## src/design/xcorrPkg.sv

```systemverilog
////////////////////////////////////////////////////////////////////////////
// Cross-correlator shared definitions
// Sizes, channel pair table, readout states and the packed bus types
// used between the window, accumulator, control and serializer blocks
////////////////////////////////////////////////////////////////////////////

package xcorrPkg;

    // Core sizes
    localparam int sampleBits  = 12;
    localparam int numChannels = 4;
    localparam int windowLen   = 16;
    localparam int maxLag      = 3;
    localparam int lagCount    = 2 * maxLag + 1;
    localparam int numPairs    = 6;
    localparam int xcorrBits   = 32;
    localparam int creditMax   = 4;

    // Derived sizes
    localparam int midScale    = 2 ** (sampleBits - 1);
    // One entry beyond the window span keeps the sample leaving at lag +maxLag
    localparam int bufLen      = windowLen + 2 * maxLag + 1;
    localparam int prodBits    = 2 * sampleBits;
    localparam int numWords    = numPairs * lagCount;
    localparam int indexBits   = $clog2(numWords);
    localparam int creditBits  = $clog2(creditMax + 1);
    localparam int fieldBits   = 3;

    // Channel pairs in output order (0,1) (0,2) (0,3) (1,2) (1,3) (2,3)
    localparam int pairFirst  [numPairs] = '{0, 0, 0, 1, 1, 2};
    localparam int pairSecond [numPairs] = '{1, 2, 3, 2, 3, 3};

    typedef enum logic [1:0] {
        idle,
        stream,
        drain
    } readState;

    typedef logic signed [sampleBits-1:0] tapSample;
    typedef logic signed [xcorrBits-1:0]  accValue;

    // Raw ADC samples, unsigned, one per channel
    typedef struct packed {
        logic [sampleBits-1:0] ch0;
        logic [sampleBits-1:0] ch1;
        logic [sampleBits-1:0] ch2;
        logic [sampleBits-1:0] ch3;
    } sampleVec;

    // Taps of one channel buffer, f side and all g lags
    typedef struct packed {
        tapSample                addF;
        tapSample                subF;
        tapSample [lagCount-1:0] addG;
        tapSample [lagCount-1:0] subG;
    } windowTaps;

    typedef accValue [lagCount-1:0] lagVec;

    typedef struct packed {
        logic [fieldBits-1:0] pairIdx;
        logic [fieldBits-1:0] lagIdx;
        logic                 last;
        accValue              value;
    } resultWord;

endpackage
```

## src/design/resultSerializer.sv

```systemverilog
////////////////////////////////////////////////////////////////////////////
// Result serializer
// Holds a snapshot of all pair sums and picks one output word per index,
// pair-major and lag-ascending
////////////////////////////////////////////////////////////////////////////

`timescale 1ns/1ns

module resultSerializer
    import xcorrPkg::*;
(
    input  logic                    clk,
    input  logic                    rst,
    input  logic                    snapLoad,
    input  logic [indexBits-1:0]    wordIndex,
    input  lagVec [numPairs-1:0]    sums,
    output resultWord               result
);

    lagVec [numPairs-1:0]  snapshot;
    logic [fieldBits-1:0]  pairSel;
    logic [fieldBits-1:0]  lagSel;

    // Frozen copy, so readout is not disturbed by later accumulator updates
    always_ff @(posedge clk or posedge rst) begin
        if (rst) begin
            snapshot <= '0;
        end else if (snapLoad) begin
            snapshot <= sums;
        end
    end

    ////////////////////////////////////////////////////////////////////////////
    // Word decode
    ////////////////////////////////////////////////////////////////////////////

    // Seven lags per pair
    assign pairSel = fieldBits'(wordIndex / indexBits'(lagCount));
    assign lagSel  = fieldBits'(wordIndex % indexBits'(lagCount));

    assign result.pairIdx = pairSel;
    // Lag index 0 is lag -maxLag
    assign result.lagIdx  = lagSel;
    assign result.last    = (wordIndex == indexBits'(numWords - 1));
    assign result.value   = snapshot[pairSel][lagSel];

endmodule

```

## config.mk

```make
export PLATFORM = sky130hd
export DESIGN_NAME = resultSerializer
export DESIGN_NICKNAME = d
export VERILOG_FILES = /design/src/design/xcorrPkg.sv /design/src/design/resultSerializer.sv
export SDC_FILE = /design/constraint.sdc
export NUM_CORES = 2
export LEC_CHECK = 0
export BUFFER_PORTS_ARGS = -buffer_cell sky130_fd_sc_hd__clkbuf_2
export CORE_AREA = 2 2 537 539
export DETAILED_ROUTE_END_ITERATION = 8
export DIE_AREA = 0 0 539 541
export GPL_ROUTABILITY_DRIVEN = 0
export GPL_TIMING_DRIVEN = 0
export HOLD_SLACK_MARGIN = 0.12
export PLACE_DENSITY_LB_ADDON = 0.12
export SLEW_MARGIN = 0
export SYNTH_ARGS = -nofsm -noshare
export SYNTH_HDL_FRONTEND = slang
export SYNTH_SLANG_ARGS = --single-unit
```

## constraint.sdc

```tcl
create_clock -name clk -period 72.7 [get_ports clk]
set_input_delay 7.27 -clock clk [delete_from_list [all_inputs] [get_ports clk]]
set_output_delay 7.27 -clock clk [all_outputs]
set_load 0.02 [all_outputs]
```

==> flow_summary.yaml <==
critical_path:
  cp_max_fo: 10
  cp.required_ns: 65.43
  cp.arrival_ns: 15.72
  reg2reg_depth: 1
  cp-end-kind: "output port"
  start_kind: "input pin"
  critPathKind: "input pin to output port"
cells_and_area:
  largest_register_ff_count: 1344
  regMostFlops: "snapshot"
  utilization_pct: 28.0
  multi_input_area_um2: 26300
  area_growth_pct: 30.7
  drive_gt1_share_pct: 54.3
  nNetsFinal: 7441
  n_fill_cell: 30100
  ff_latch_area_um2: 33600
  reg_top3: "snapshot x1344"
  design_area_um2: 80200
  fin_cells: 10100
grt:
  antenna_found_initial: 301
  grt_pass1_vias: 50200
  grt_use_total_pct: 29.8
  grt_max_degree: 117
  grt_pass1_wl_um: 559000
  gr-total-overflow: 0
route:
  drt_iter0_markers: 4298
  final_antenna_net_count: 0
  drt-total-wl_um: 446000
  vias: 49400
  dr.pass1.iters: 5
  wire_per_inst_um: 44.1
  drc_errors: 0
  viasPerCell: 4.88
clocking:
  holdBufCountCts: 0
  clock_latency_ns: 0.85
  cts_tree: "done"
  clock_path_buffers: 4
  root_buffer: "clkbuf_16"
  postCtsSetupRepairBufs: 0
  clkTransAtPathRegs_ns: 0.06
  cts_made_buffers: 177
  clock-sinks: 1344
  cts_resized: 0
  cts-htree-levels: 4
floorplan:
  ioPinCount: 1392
  core-area_um2: 286000
  die_x_um: 539
  rows: 197
  die_h_um: 541
  die_area_um2: 292000
  start_util_pct: 21.4
logic_synthesis:
  ys_ff_latch: 1344
  synth_xor_area_share_pct: 0.0428
  synth_ff_type: "dfrtp_1"
  synth_cell_type_count: 66
  synth_top_area_cell: "dfrtp_1"
  synthCells: 4481
  synth.cells.most_frequent: "1348 x mux2_2, 1344 x dfrtp_1, 478 x nand2_1"
  synthSimpleGateAreaFrac_pct: 4.88
  synth_top_family_by_area: "multiplexers"
  syn_nets: 5836
  synth_compound_area_share_pct: 4.07
  synth_top_area_share_pct: 54.8
  synthMuxAreaShare_pct: 33.8
  synthAdderAreaFrac_pct: 0.0408
  synth-edff-count: 0
  syn_area_um2: 61400
  ys_seq_area_share_pct: 54.8
  syn_area_per_cell_um2: 13.7
  yosysMostFrequentCell: "mux2_2"
  async_flop_share_pct: 100
  ys_warn_count: 0
  yosys-top-cells-area: "dfrtp_1 55%, mux2_2 25%, mux4_2 5.5%"
status:
  violations: "max-capacitance violations, max-slew violations"
  status: "finished, violations left"
timing:
  setup_tns_ns: 0
  final.period_utilization_pct: 31.6
  rsz0062_at_grt: "false"
  hold_viol: 0
  worstMarginPinSlew_ns: 1.51
  finalSetupViolCount: 0
  fmax_mhz: 43.5
  maxSlewHeadroom_pct: -0.945
  fin_crit_ns: 22.99
  skew_ns: 0
  final_max_slew_viol_count: 25
pwr:
  p_total_mw: 2.40
  powerDensity_nw_per_um2: 29.9
  ir_worst_vdd_mv: 0.0172
  p_leak_nw: 35.4
min_path:
  min_path_cells: 1
  hold_class: "flip-flop to flip-flop"
placed_design:
  io_buffers: 1389
  dp.cells: 9687
  placed_area_um2: 73900
  dp_hpwl_um: 355000
job:
  maxCapViolCount: 3
[per-stage QoR]
step	hold slack [ns]	setup WS (ns)
2_1_floorplan	0.473	27.54
3_3_place_gp	0.483	6.32
3_5_place_dp	0.491	49.80
4_1_cts	0.504	49.79
5_1_grt	0.513	49.71
6_report	0.501	49.71
[worst max-delay path, stage by stage]
cell,delay [ns]
clkbuf_2,0.09
buf_4,0.17
xnor2_1,0.26
mux2_2,0.23
inv_1,0.04
ha_1,0.27
a21oi_1,0.25
a21oi_1,0.25
nor2_2,1.04
xnor2_1,0.51
ha_1,0.40
a221oi_4,0.46
mux2i_1,0.61
buf_2,0.57
nand2_1,0.27
buf_2,0.36
buf_1,0.61
o211ai_1,1.31
o31a_1,0.41
clkbuf_2,0.29
[kinds of logic after synthesis]
family / count (synthesis)
simple gates: 704
compound gates: 372
mux: 1717
buf+inv: 339
fa+ha+maj: 2
xor+xnor: 3
flops: 1344
[per-layer routing]
metal / global-route usage (%) / routed length [um] / vias to the layer above
met5: 0 / 1040 / -
met3: 7.78 / 32400 / 766
li1: - / - / 19800
met2: 49.4 / 210000 / 2457
met1: 37.6 / 186000 / 26200
met4: 9.85 / 17600 / 158
[power breakdown]
part,internal [mW],total [mW],leakage (nW),switching (mW)
registers,0.823,0.871,15.7,0.0477
logic,0.192,0.597,16.7,0.406
clock network,0.545,0.929,2.96,0.383
total,1.56,2.40,35.4,0.837
[final cells by class]
| type | count | share of cell area, % |
|---|---|---|
| antenna | 102 | 0.318 |
| buffer | 330 | 1.84 |
| clock buffer | 258 | 6.57 |
| clock inverter | 59 | 0.902 |
| inverter | 9 | 0.0515 |
| multi-input combinational | 2798 | 32.8 |
| sequential | 1344 | 41.9 |
| tap | 3781 | 5.90 |
| timing repair buffer | 1426 | 9.66 |
[layout by cell type (no fill, tap or decap), types with 10 or more instances in the layout]
cell          n
a21oi_1     117
a22oi_1      13
a311oi_1     13
a31oi_1      26
a32o_1       12
and3_1       24
buf_1        18
buf_12       10
buf_16       17
buf_2        84
buf_4        22
bufinv_16    12
clkbuf_1    191
clkbuf_16   178
clkbuf_2   1434
clkbuf_8     51
clkinv_2     31
dfrtp_1    1344
diode_2     102
mux2_2     1348
mux2i_1     217
mux4_2      151
nand2_1     478
nand3_1     128
nand4_1      13
nor2_1       16
nor3_1       18
o211ai_1     25
o21ai_0      52
o22ai_1      19
o31a_1       16
[final timing paths]
check	from	to	slack, ns
setup / recovery	wordIndex[5]	result[2]	49.71
min in group asynchronous	rst	snapshot[1297]	6.45
hold / removal	snapshot[1220]	snapshot[1220]	0.50
setup reg to reg	snapshot[254]	snapshot[254]	71.70
max in group asynchronous	rst	snapshot[270]	62.74
hold reg to reg	snapshot[1220]	snapshot[1220]	0.50
(Power assumes the default switching activity.)
