**config.mk**
```make
export PLATFORM = sky130hd
export DESIGN_NAME = sampleWindow
export DESIGN_NICKNAME = d
export VERILOG_FILES = /design/src/design/xcorrPkg.sv /design/src/design/sampleWindow.sv
export SDC_FILE = /design/constraint.sdc
export NUM_CORES = 2
export LEC_CHECK = 0
export BUFFER_PORTS_ARGS = -buffer_cell sky130_fd_sc_hd__buf_4
export CORE_AREA = 2 2 319 321
export CTS_CLUSTER_DIAMETER = 60
export DETAILED_ROUTE_END_ITERATION = 12
export DIE_AREA = 0 0 321 323
export PLACE_DENSITY = 0.76
export REMOVE_ABC_BUFFERS = 1
export SYNTH_ARGS = -nofsm -noshare
export SYNTH_HDL_FRONTEND = slang
export SYNTH_SLANG_ARGS = --single-unit
```
**constraint.sdc**
```tcl
create_clock -name clk -period 39.6 [get_ports clk]
set_input_delay 3.96 -clock clk [delete_from_list [all_inputs] [get_ports clk]]
set_output_delay 3.96 -clock clk [all_outputs]
set_load 0.005 [all_outputs]
```
**src/design/xcorrPkg.sv**
```systemverilog
////////////////////////////////////////////////////////////////////////////
// Cross-correlator shared definitions
// Sizes, channel pair table, readout states and the packed bus types
// used between the window, accumulator, control and serializer blocks
////////////////////////////////////////////////////////////////////////////

package xcorrPkg;

    // Core sizes
    localparam int sampleBits  = 12;
    localparam int numChannels = 4;
    localparam int windowLen   = 16;
    localparam int maxLag      = 3;
    localparam int lagCount    = 2 * maxLag + 1;
    localparam int numPairs    = 6;
    localparam int xcorrBits   = 32;
    localparam int creditMax   = 4;

    // Derived sizes
    localparam int midScale    = 2 ** (sampleBits - 1);
    // One entry beyond the window span keeps the sample leaving at lag +maxLag
    localparam int bufLen      = windowLen + 2 * maxLag + 1;
    localparam int prodBits    = 2 * sampleBits;
    localparam int numWords    = numPairs * lagCount;
    localparam int indexBits   = $clog2(numWords);
    localparam int creditBits  = $clog2(creditMax + 1);
    localparam int fieldBits   = 3;

    // Channel pairs in output order (0,1) (0,2) (0,3) (1,2) (1,3) (2,3)
    localparam int pairFirst  [numPairs] = '{0, 0, 0, 1, 1, 2};
    localparam int pairSecond [numPairs] = '{1, 2, 3, 2, 3, 3};

    typedef enum logic [1:0] {
        idle,
        stream,
        drain
    } readState;

    typedef logic signed [sampleBits-1:0] tapSample;
    typedef logic signed [xcorrBits-1:0]  accValue;

    // Raw ADC samples, unsigned, one per channel
    typedef struct packed {
        logic [sampleBits-1:0] ch0;
        logic [sampleBits-1:0] ch1;
        logic [sampleBits-1:0] ch2;
        logic [sampleBits-1:0] ch3;
    } sampleVec;

    // Taps of one channel buffer, f side and all g lags
    typedef struct packed {
        tapSample                addF;
        tapSample                subF;
        tapSample [lagCount-1:0] addG;
        tapSample [lagCount-1:0] subG;
    } windowTaps;

    typedef accValue [lagCount-1:0] lagVec;

    typedef struct packed {
        logic [fieldBits-1:0] pairIdx;
        logic [fieldBits-1:0] lagIdx;
        logic                 last;
        accValue              value;
    } resultWord;

endpackage
```
**src/design/sampleWindow.sv**
```systemverilog
////////////////////////////////////////////////////////////////////////////
// Sample window
// Removes the mid-scale offset from each ADC sample and shifts it into a
// per-channel buffer, exposing the taps that enter and leave the window
////////////////////////////////////////////////////////////////////////////

`timescale 1ns/1ns

module sampleWindow
    import xcorrPkg::*;
(
    input  logic                         clk,
    input  logic                         rst,
    input  logic                         shiftEn,
    input  sampleVec                     samples,
    output windowTaps [numChannels-1:0]  taps
);

    logic [numChannels-1:0][sampleBits-1:0] raw;
    tapSample [numChannels-1:0]             centered;

    // Newest sample at entry 0, oldest at bufLen-1
    tapSample [bufLen-1:0] buffer [numChannels];

    assign raw[0] = samples.ch0;
    assign raw[1] = samples.ch1;
    assign raw[2] = samples.ch2;
    assign raw[3] = samples.ch3;

    for (genvar c = 0; c < numChannels; c++) begin : chan

        // Unsigned code to two's complement around mid-scale
        assign centered[c] = tapSample'($signed({1'b0, raw[c]}) - midScale);

        always_ff @(posedge clk or posedge rst) begin
            if (rst) begin
                buffer[c] <= '0;
            end else if (shiftEn) begin
                buffer[c] <= {buffer[c][bufLen-2:0], centered[c]};
            end
        end

        ////////////////////////////////////////////////////////////////////////////
        // Tap selection
        ////////////////////////////////////////////////////////////////////////////

        // f window spans entries maxLag to windowLen+maxLag-1
        assign taps[c].addF = buffer[c][maxLag];
        assign taps[c].subF = buffer[c][windowLen + maxLag];

        // g at lag index l lines up entry l with the f entry maxLag
        for (genvar l = 0; l < lagCount; l++) begin : lagTap
            assign taps[c].addG[l] = buffer[c][l];
            assign taps[c].subG[l] = buffer[c][windowLen + l];
        end

    end

endmodule

```
==> impl_metrics.tcl <==
set metrics [dict create \
    hold_buffers 0 \
    grt_max_degree 195 \
    postCtsSetupBuffers 0 \
    numCtsBuffers 113 \
    design.die.area_mm2 0.1037 \
    cap_violations 0 \
    tritoncts "done" \
    min_path_cells 1 \
    die_y_um 323 \
    synth_area_mm2 0.04677 \
    synthSimpleGateAreaFrac_pct 0.008026 \
    grt_pass1_wl_um 124400 \
    crit_path_frequent_cell "buf_4" \
    ys_seq_area_share_pct 59.07 \
    clock_skew_ns 0.01917 \
    fmax_mhz 105.4 \
    port_buffers 818 \
    cts_buffer_depth 3 \
    cp_num_buf_inv 7 \
    worstMarginPinSlew_ns 1.099 \
    synth_adder_area_share_pct 0 \
    ys_warn_count 0 \
    p_leak_nw 24.14 \
    vdd_drop_max_mv 0.05090 \
    synth_top_family_by_area "multiplexers" \
    cp.arrival_ns 10.04 \
    gr-total-overflow 0 \
    p_comb_share_pct 25.4 \
    clk_pin_slew_ns 0.06 \
    finalSetupTns_ns 0 \
    period_minus_slack_ns 9.487 \
    start_kind "input port" \
    row_count 117 \
    core_area_mm2 0.1007 \
    p_sw_mw 1.126 \
    synth_seq_cells 1104 \
    fill_cells 8222 \
    ioPinCount 819 \
    drt-met1-wl_um 33850 \
    relSlewSlack_pct 26.77 \
    post_drt_wl_per_cell_um 17.45 \
    clkSinkCount 1104 \
    via_count 22060 \
    layout-drive-gt1-share_pct 65.73 \
    power.internal_mw 3.033 \
    wirelength_um 79880 \
    place.gp.congestion 0.8100 \
    antenna_found_initial 2 \
    clkPwrFrac_pct 28.1 \
    powerDensity_mw_per_mm2 79.44 \
    routed-wl-met2_um 39960 \
    final_nets 3220 \
    drcViolationCount 0 \
    syn_avg_cell_area_um2 15.07 \
    grt_pass1_vias 22140 \
    track_usage_pct 14.82 \
    finalPower_mw 4.159 \
    dr.pass1.iters 5 \
    synth.distinct_cells 9 \
    viasPerCell 4.818 \
    ant_nets 0 \
    top_layer_used "met4" \
    critPathTopFamily "buffers and inverters" \
    layout_setup_ws_ns 30.11 \
    cts_root_buffer "clkbuf_16" \
    die_w_um 321 \
    syn_to_final_growth_pct 11.95 \
    critical-path-max-stage-delay_ns 0.93 \
    clock_latency_ns 0.69 \
    synth_mux_area_share_pct 26.55 \
    pre_cts_ws_ns 29.47 \
    syn_inst 3104 \
    slowest_stage "buf_4" \
    worstRegToRegCells 1 \
    seqPwrFrac_pct 46.5 \
    utilization_pct 51.98 \
    hold_viol_final 0 \
    crit_cells 8 \
    rsz0062_at_grt "false" \
    synth-compound-area-share_pct 0.01070 \
    ctsResizeCount 0 \
    wl_met3_um 4106 \
    post-route-period-util_pct 23.96 \
    worstHoldPathType "reg -> reg" \
    status "finished clean" \
    synth_xor_xnor_area_share_pct 0 \
    h-tree-depth 3 \
    worst-path-max-fanout 93 \
    setup_viol 0 \
    cp_cell_sequence "buf_8 > buf_4 > buf_4 > buf_4 > buf_4 > buf_4 > buf_4 > mux2_2" \
    critical_path_required_ns 40.16 \
    switching_share_pct 27.07 \
    drtIter0Drc 1261 \
    path_class "in -> reg" \
    report.final.slew_viol_count 0 \
    dp_hpwl_um 52830 \
    start_util_pct 46.43 \
    setup.worst_path.end_class "register" \
]
==> power groups by stage <==
stage | registers (mW) | logic, mW | clock network (mW)
2_1_floorplan | 1.89 | 0.454 | 0
3_3_place_gp | 1.94 | 1.04 | 0
3_5_place_dp | 1.95 | 1.07 | 0
4_1_cts | 1.94 | 1.08 | 1.20
5_1_grt | 2.01 | 1.14 | 1.25
6_report | 1.93 | 1.06 | 1.17
==> cell families (layout without fill, tap and decap cells) <==
group	Yosys count	count (layout)
compound gates	1	1
buf+inv	895	1059
flops	1104	1104
mux	1103	1103
other cells	0	1
simple gates	1	1
==> layout by cell type (no fill, tap or decap), types with 3 or more instances in the layout <==
cell type / synthesis / final
bufinv_16: 0 / 19
mux2_2: 1100 / 1100
clkinvlp_4: 0 / 7
clkbuf_16: 0 / 113
inv_8: 0 / 3
buf_4: 768 / 837
clkbuf_1: 0 / 8
inv_1: 4 / 3
inv_6: 0 / 4
clkinv_8: 0 / 4
buf_12: 0 / 3
clkbuf_8: 0 / 37
clkinv_2: 0 / 16
dfrtp_1: 1104 / 1104
mux2i_1: 3 / 3
==> per-stage QoR <==
stage                     instances  hold slack [ns]  instance area (um2)
after CTS                      4577           0.4912                52350
after floorplan                2213           0.4749                40070
after global placement         4363           0.4825                48070
final                          4578           0.4898                52360
after detailed placement       4363           0.4852                48070
after global routing           4577           0.5034                52350
==> cell type report <==
class                           instances  area, um2  area share, %
Sequential cell                      1104      27630          52.77
Multi-Input combinational cell       1105      12430          23.73
Timing Repair Buffer                  841       6359          12.15
Clock buffer                          158       3367          6.431
Tap cell                             1309       1638          3.128
Clock inverter                         56      914.6          1.747
Inverter                                4      22.52        0.04302
Antenna cell                            1      2.502       0.004780
==> flip-flops by register name (all words and copies together) (netlist names) <==
register and flops:
buffer 432, taps 672
==> synth_stat cells <==
master	n	area share, %
a21oi_1	1	0.011
mux2_2	1100	26
buf_4	768	12
dfrtp_1	1104	59
buf_2	72	0.77
inv_1	4	0.032
nor2_1	1	0.0080
mux2i_1	3	0.064
buf_6	51	1.2
==> layer usage <==
| metal | vias to the layer above | GRT usage (%) |
|---|---|---|
| li1 | 9982 | - |
| met1 | 11500 | 19.55 |
| met2 | 463 | 24.47 |
| met3 | 116 | 3.331 |
| met4 | 0 | 4.559 |
| met5 | - | 0 |
==> worst paths after layout <==
path | startpoint | endpoint | slack [ns]
min in group asynchronous | rst | taps[599] | 3.46
setup reg to reg | taps[140] | taps[152] | 38.60
max in group asynchronous | rst | taps[120] | 31.11
setup / recovery | shiftEn | taps[83] | 30.11
hold / removal | buffer[992] | buffer[1004] | 0.49
hold reg to reg | buffer[992] | buffer[1004] | 0.49
(Power assumes the default switching activity.)
