===== config.mk =====
export PLATFORM = sky130hd
export DESIGN_NAME = xcorrControl
export DESIGN_NICKNAME = d
export VERILOG_FILES = /design/src/design/xcorrPkg.sv /design/src/design/xcorrControl.sv
export SDC_FILE = /design/constraint.sdc
export NUM_CORES = 1
export LEC_CHECK = 0
export ABC_CLOCK_PERIOD_IN_PS = 5050
export BUFFER_PORTS_ARGS = -buffer_cell sky130_fd_sc_hd__buf_2
export CAP_MARGIN = 20
export CORE_AREA = 3 3 42 44
export DETAILED_ROUTE_END_ITERATION = 8
export DIE_AREA = 0 0 45 47
export PLACE_DENSITY = 0.87
export SETUP_SLACK_MARGIN = 0.1
export SLEW_MARGIN = 15
export SYNTH_ARGS = -nofsm -noshare
export SYNTH_HDL_FRONTEND = slang
export SYNTH_SLANG_ARGS = --single-unit

===== constraint.sdc =====
create_clock -name clk -period 5.05 [get_ports clk]
set_clock_uncertainty 0.2 [all_clocks]
set_input_delay 1.515 -clock clk [delete_from_list [all_inputs] [get_ports clk]]
set_output_delay 1.515 -clock clk [all_outputs]
set_load 0.02 [all_outputs]

===== src/design/xcorrPkg.sv =====
////////////////////////////////////////////////////////////////////////////
// Cross-correlator shared definitions
// Sizes, channel pair table, readout states and the packed bus types
// used between the window, accumulator, control and serializer blocks
////////////////////////////////////////////////////////////////////////////

package xcorrPkg;

    // Core sizes
    localparam int sampleBits  = 12;
    localparam int numChannels = 4;
    localparam int windowLen   = 16;
    localparam int maxLag      = 3;
    localparam int lagCount    = 2 * maxLag + 1;
    localparam int numPairs    = 6;
    localparam int xcorrBits   = 32;
    localparam int creditMax   = 4;

    // Derived sizes
    localparam int midScale    = 2 ** (sampleBits - 1);
    // One entry beyond the window span keeps the sample leaving at lag +maxLag
    localparam int bufLen      = windowLen + 2 * maxLag + 1;
    localparam int prodBits    = 2 * sampleBits;
    localparam int numWords    = numPairs * lagCount;
    localparam int indexBits   = $clog2(numWords);
    localparam int creditBits  = $clog2(creditMax + 1);
    localparam int fieldBits   = 3;

    // Channel pairs in output order (0,1) (0,2) (0,3) (1,2) (1,3) (2,3)
    localparam int pairFirst  [numPairs] = '{0, 0, 0, 1, 1, 2};
    localparam int pairSecond [numPairs] = '{1, 2, 3, 2, 3, 3};

    typedef enum logic [1:0] {
        idle,
        stream,
        drain
    } readState;

    typedef logic signed [sampleBits-1:0] tapSample;
    typedef logic signed [xcorrBits-1:0]  accValue;

    // Raw ADC samples, unsigned, one per channel
    typedef struct packed {
        logic [sampleBits-1:0] ch0;
        logic [sampleBits-1:0] ch1;
        logic [sampleBits-1:0] ch2;
        logic [sampleBits-1:0] ch3;
    } sampleVec;

    // Taps of one channel buffer, f side and all g lags
    typedef struct packed {
        tapSample                addF;
        tapSample                subF;
        tapSample [lagCount-1:0] addG;
        tapSample [lagCount-1:0] subG;
    } windowTaps;

    typedef accValue [lagCount-1:0] lagVec;

    typedef struct packed {
        logic [fieldBits-1:0] pairIdx;
        logic [fieldBits-1:0] lagIdx;
        logic                 last;
        accValue              value;
    } resultWord;

endpackage

===== src/design/xcorrControl.sv =====
////////////////////////////////////////////////////////////////////////////
// Cross-correlator control
// Strobe edge detection, pipeline enables, snapshot handoff, readout FSM
// and the credit counter for the result stream
////////////////////////////////////////////////////////////////////////////

`timescale 1ns/1ns

module xcorrControl
    import xcorrPkg::*;
(
    input  logic                 clk,
    input  logic                 rst,
    input  logic                 validIn,
    input  logic                 creditReturn,
    output logic                 shiftEn,
    output logic                 accumEn,
    output logic                 snapLoad,
    output logic [indexBits-1:0] wordIndex,
    output logic                 resultValid
);

    logic                  validQ;
    logic                  lastWord;
    readState              state;
    logic [creditBits-1:0] credits;

    ////////////////////////////////////////////////////////////////////////////
    // Strobe and pipeline enables
    ////////////////////////////////////////////////////////////////////////////

    // One pulse per rising edge of validIn, then one stage per cycle
    always_ff @(posedge clk or posedge rst) begin
        if (rst) begin
            validQ   <= 1'b0;
            shiftEn  <= 1'b0;
            accumEn  <= 1'b0;
            snapLoad <= 1'b0;
        end else begin
            validQ   <= validIn;
            shiftEn  <= validIn & ~validQ;
            accumEn  <= shiftEn;
            // Snapshot dropped while a readout is still busy
            snapLoad <= accumEn & (state == idle);
        end
    end

    ////////////////////////////////////////////////////////////////////////////
    // Readout FSM
    ////////////////////////////////////////////////////////////////////////////

    assign lastWord    = (wordIndex == indexBits'(numWords - 1));
    assign resultValid = (state == stream) && (credits != '0);

    always_ff @(posedge clk or posedge rst) begin
        if (rst) begin
            state     <= idle;
            wordIndex <= '0;
        end else begin
            case (state)
                idle: begin
                    if (snapLoad) begin
                        state     <= stream;
                        wordIndex <= '0;
                    end
                end
                stream: begin
                    // Advance only on a word that was actually sent
                    if (resultValid) begin
                        if (lastWord) begin
                            state <= drain;
                        end else begin
                            wordIndex <= wordIndex + 1'b1;
                        end
                    end
                end
                drain: begin
                    // Wait until the consumer has taken the whole frame
                    if (credits == creditBits'(creditMax)) begin
                        state <= idle;
                    end
                end
                default: begin
                    state <= idle;
                end
            endcase
        end
    end

    // Credit counter: a sent word spends one, a return gives one back
    always_ff @(posedge clk or posedge rst) begin
        if (rst) begin
            credits <= creditBits'(creditMax);
        end else begin
            case ({resultValid, creditReturn})
                2'b10:   credits <= credits - 1'b1;
                2'b01:   credits <= credits + 1'b1;
                default: credits <= credits;
            endcase
        end
    end

endmodule


==> run_summary.xml <==
<?xml version="1.0" encoding="UTF-8"?>
<metrics>
  <group name="floorplanning">
    <metric name="die_area" unit="sq mm">0.00212</metric>
    <metric name="floorplan.io_pins" unit="">14</metric>
    <metric name="dieWidth" unit="um">45</metric>
    <metric name="fp.coreArea" unit="sq mm">0.00147</metric>
    <metric name="die_h" unit="um">47</metric>
    <metric name="initial_utilization" unit="">0.527</metric>
    <metric name="rows" unit="">14</metric>
  </group>
  <group name="timing">
    <metric name="grt_setup_unrepaired" unit="">no</metric>
    <metric name="report.final.slew_viol_count" unit="">0</metric>
    <metric name="final.setup.worst_slack" unit="ns">1.60</metric>
    <metric name="report.final.hold_viol_count" unit="">0</metric>
    <metric name="setup_viol" unit="">0</metric>
    <metric name="layout_worst_path_cycle_share" unit="">0.683</metric>
    <metric name="fmaxAchievable" unit="MHz">290</metric>
    <metric name="setup_total_negative_slack" unit="ns">0</metric>
    <metric name="min_tclk_post_route" unit="ns">3.45</metric>
    <metric name="worst-slew-pin-transition" unit="ns">0.556</metric>
    <metric name="worst_slew_margin_relative_to_its_limit" unit="">0.629</metric>
  </group>
  <group name="setup_path">
    <metric name="cp_max_fo" unit="">12</metric>
    <metric name="timing.critical_path.to_type" unit="">output port</metric>
    <metric name="crit_slowest_cell" unit="">sky130_fd_sc_hd__dfrtp_1</metric>
    <metric name="critical_path.n_buffers_inverters" unit="">2</metric>
    <metric name="family_with_the_most_delay_on_the_worst_path" unit="">flip-flops</metric>
    <metric name="worst-endpoint-required" unit="ns">3.34</metric>
    <metric name="worstSetupStartpointType" unit="">flop</metric>
    <metric name="critical_path.max_stage_delay" unit="ns">0.60</metric>
    <metric name="worst_ep_arrival_time" unit="ns">1.74</metric>
    <metric name="worstPathCellList" unit="">or2b_1 &gt; or2_2 &gt; inv_1 &gt; buf_2</metric>
    <metric name="timing_worst_setup_path_type" unit="">flop to output port</metric>
  </group>
  <group name="clock_tree">
    <metric name="cts_tree" unit="">yes</metric>
    <metric name="clock_latency" unit="ns">0.29</metric>
    <metric name="post_cts_resize_count" unit="">0</metric>
    <metric name="cts_sinks" unit="">15</metric>
    <metric name="post_cts_buffers" unit="">0</metric>
    <metric name="cts_hold_buffers" unit="">0</metric>
    <metric name="path_clk_slew" unit="ns">0.09</metric>
    <metric name="clock_tree.buffer_depth" unit="">2</metric>
    <metric name="ctsHtreeMaxLevel" unit="">1</metric>
    <metric name="root_driver" unit="">sky130_fd_sc_hd__clkbuf_4</metric>
    <metric name="cts-buffers-inserted" unit="">3</metric>
  </group>
  <group name="logic_synthesis">
    <metric name="count_of_flip_flops_with_a_built_in_enable_after_synthesis" unit="">0</metric>
    <metric name="synthDistinctLibCells" unit="">32</metric>
    <metric name="synth_commonest_cells" unit="">14 x sky130_fd_sc_hd__dfrtp_1, 7 x sky130_fd_sc_hd__nand2_1, 6 x sky130_fd_sc_hd__nand3_1, 5 x sky130_fd_sc_hd__inv_1, 5 x sky130_fd_sc_hd__nor2_1</metric>
    <metric name="dominant_cells_by_area_after_synthesis" unit="">sky130_fd_sc_hd__dfrtp_1 45%, sky130_fd_sc_hd__ha_1 4.8%, sky130_fd_sc_hd__nand3_1 3.9%, sky130_fd_sc_hd__dfstp_2 3.4%, sky130_fd_sc_hd__nand2_1 3.4%</metric>
    <metric name="yosysSeqAreaShare" unit="">0.485</metric>
    <metric name="avgSynthCellArea" unit="sq um">10.6</metric>
    <metric name="synth_top_cell_by_area" unit="">sky130_fd_sc_hd__dfrtp_1</metric>
    <metric name="ys_seq_elements" unit="">15</metric>
    <metric name="cell_area_after_synthesis" unit="sq um">776</metric>
    <metric name="yosys.cell_count.top_type" unit="">sky130_fd_sc_hd__dfrtp_1</metric>
    <metric name="yosys_most_used_dff" unit="">sky130_fd_sc_hd__dfrtp_1</metric>
    <metric name="synth_nets" unit="">81</metric>
    <metric name="synthCells" unit="">73</metric>
    <metric name="yosysWarnings" unit="">0</metric>
    <metric name="synth_top_area_share" unit="">0.452</metric>
    <metric name="asyncSetResetFlopFracSynth" unit="">1.00</metric>
  </group>
  <group name="final_layout">
    <metric name="area_delta_synth_final" unit="%">13.5</metric>
    <metric name="finish.utilization" unit="">0.599</metric>
    <metric name="final_layout_size_suffix_gt1_frac" unit="">0.270</metric>
    <metric name="nNetsFinal" unit="">98</metric>
    <metric name="fillerInstances" unit="">138</metric>
    <metric name="num_antenna_cells" unit="">0</metric>
  </group>
  <group name="global_routing">
    <metric name="gr-usage-met1" unit="">0.202</metric>
    <metric name="grt_resource_usage_total" unit="">0.161</metric>
    <metric name="grt_overflow" unit="">0</metric>
    <metric name="global_route.usage.met3" unit="">0.0230</metric>
    <metric name="number_of_global_route_vias_before_repair" unit="">558</metric>
    <metric name="most_used_routing_layer" unit="">met2</metric>
    <metric name="largest_net_degree_at_the_start_of_global_routing" unit="">16</metric>
    <metric name="grt_antenna_before_repair" unit="">0</metric>
    <metric name="grt_first_pass_wirelength" unit="mm">2.46</metric>
    <metric name="groute.layer.met2.usage" unit="">0.285</metric>
  </group>
  <group name="place">
    <metric name="hpwl" unit="mm">1.12</metric>
    <metric name="port_buffers" unit="">13</metric>
    <metric name="place_congestion" unit="">0.742</metric>
    <metric name="pre_cts_slack" unit="ns">1.94</metric>
  </group>
  <group name="power_and_ir_drop">
    <metric name="max-vdd-ir-drop" unit="mV">0.411</metric>
    <metric name="pwr_density_cell" unit="mW/mm^2">638</metric>
    <metric name="total_leakage_power" unit="nW">0.418</metric>
  </group>
  <group name="route">
    <metric name="dr.pass1.iters" unit="">4</metric>
    <metric name="via_count" unit="">607</metric>
    <metric name="drt_first_iter_violations" unit="">18</metric>
    <metric name="route.detailed.wl_per_inst" unit="um">14.2</metric>
    <metric name="wirelength" unit="mm">1.49</metric>
    <metric name="ant_nets" unit="">0</metric>
    <metric name="post_drt_via_cell_ratio" unit="">5.78</metric>
    <metric name="dr_drc_count" unit="">0</metric>
  </group>
  <group name="worst_hold_path">
    <metric name="hold_class" unit="">flop to flop</metric>
  </group>
  <group name="flow_run">
    <metric name="max_cap_viol_count" unit="">0</metric>
  </group>
  <group name="outcome">
    <metric name="run_status" unit="">finished clean</metric>
  </group>
</metrics>
==> cell families after synthesis <==
logic type | count (synthesis) | share of synthesized area
AOI/OAI and AO/OA | 13 | 0.147
xor gates and xnor gates | 3 | 0.0339
adders and majority gates | 4 | 0.0742
buffers and inverters | 6 | 0.0339
DFF | 15 | 0.485
muxes | 1 | 0.0145
and+or+nand+nor | 31 | 0.211
==> metal layers <==
metal  up-vias  routed length [um]
li1        293                   -
met1       294                 612
met2        18                 770
met3         2                  88
met4         0                  15
met5         -                   0
==> worst paths after layout <==
| path | slack [ns] | depth (start not counted) | end | from |
|---|---|---|---|---|
| max in group asynchronous | 3.22 | 2 | wordIndex[1]$_DFFE_PP0P_ | rst |
| worst max register to register | 2.56 | 6 | credits[1]$_DFFE_PP0P_ | state[0]$_DFFE_PP0P_ |
| worst min-delay path | 0.18 | 0 | accumEn$_DFF_PP0_ | shiftEn$_DFF_PP0_ |
| min in group asynchronous | 1.06 | 2 | shiftEn$_DFF_PP0_ | rst |
| worst max-delay path | 1.60 | 4 | resultValid | state[0]$_DFFE_PP0P_ |
| worst min register to register | 0.18 | 0 | accumEn$_DFF_PP0_ | shiftEn$_DFF_PP0_ |
==> cell type report <==
| cell class | instances | area (sq um) | area share |
|---|---|---|---|
| sequential | 15 | 377 | 0.428 |
| multi-input combinational | 52 | 373 | 0.423 |
| timing repair buffer | 13 | 65.1 | 0.0739 |
| clock buffer | 3 | 22.5 | 0.0256 |
| tap | 16 | 20.0 | 0.0227 |
| inverter | 5 | 18.8 | 0.0213 |
| clock inverter | 1 | 5.00 | 0.00568 |
==> registers in the layout, indices dropped and copies added (netlist names) <==
register / flops
wordIndex: 6
snapLoad: 1
credits: 3
state: 2
shiftEn: 1
accumEn: 1
validQ: 1
==> layout by cell type, fill, tap and decap left out, types with 2 or more instances in the layout <==
cell type                  count
sky130_fd_sc_hd__o21ai_0       2
sky130_fd_sc_hd__nand2_1       7
sky130_fd_sc_hd__inv_1         5
sky130_fd_sc_hd__nand3_1       6
sky130_fd_sc_hd__nor2_1        5
sky130_fd_sc_hd__o311ai_0      2
sky130_fd_sc_hd__nand3b_1      2
sky130_fd_sc_hd__a21oi_1       2
sky130_fd_sc_hd__ha_1          3
sky130_fd_sc_hd__or2_2         3
sky130_fd_sc_hd__xor2_1        2
sky130_fd_sc_hd__buf_2        13
sky130_fd_sc_hd__clkbuf_4      3
sky130_fd_sc_hd__dfrtp_1      14
==> metrics by stage <==
step                      hold WS [ns]  instances  instance area (sq um)  power (W)
after floorplan                  0.178         73                    776   0.000419
after global placement           0.151        101                    853   0.000479
after detailed placement         0.160        101                    853   0.000496
after CTS                        0.181        105                    881   0.000565
after global routing             0.209        105                    881   0.000610
final                            0.177        105                    881   0.000562
==> report_power, final <==
group	switching, W	internal (W)	leakage [nW]
sequential	0.0000634	0.000167	0.183
combinational	0.000146	0.000117	0.218
clock	0.0000397	0.0000295	0.0177
total	0.000249	0.000313	0.418
==> worst register-to-register path, delay by kind of cell (launching register included) <==
kind	cells	cell delay [ns]
DFF	1	0.60
adders and majority gates	2	0.62
and+or+nand+nor	2	0.60
buffers and inverters	1	0.07
muxes	1	0.27
Note: power is estimated with default switching activity, not from simulation.
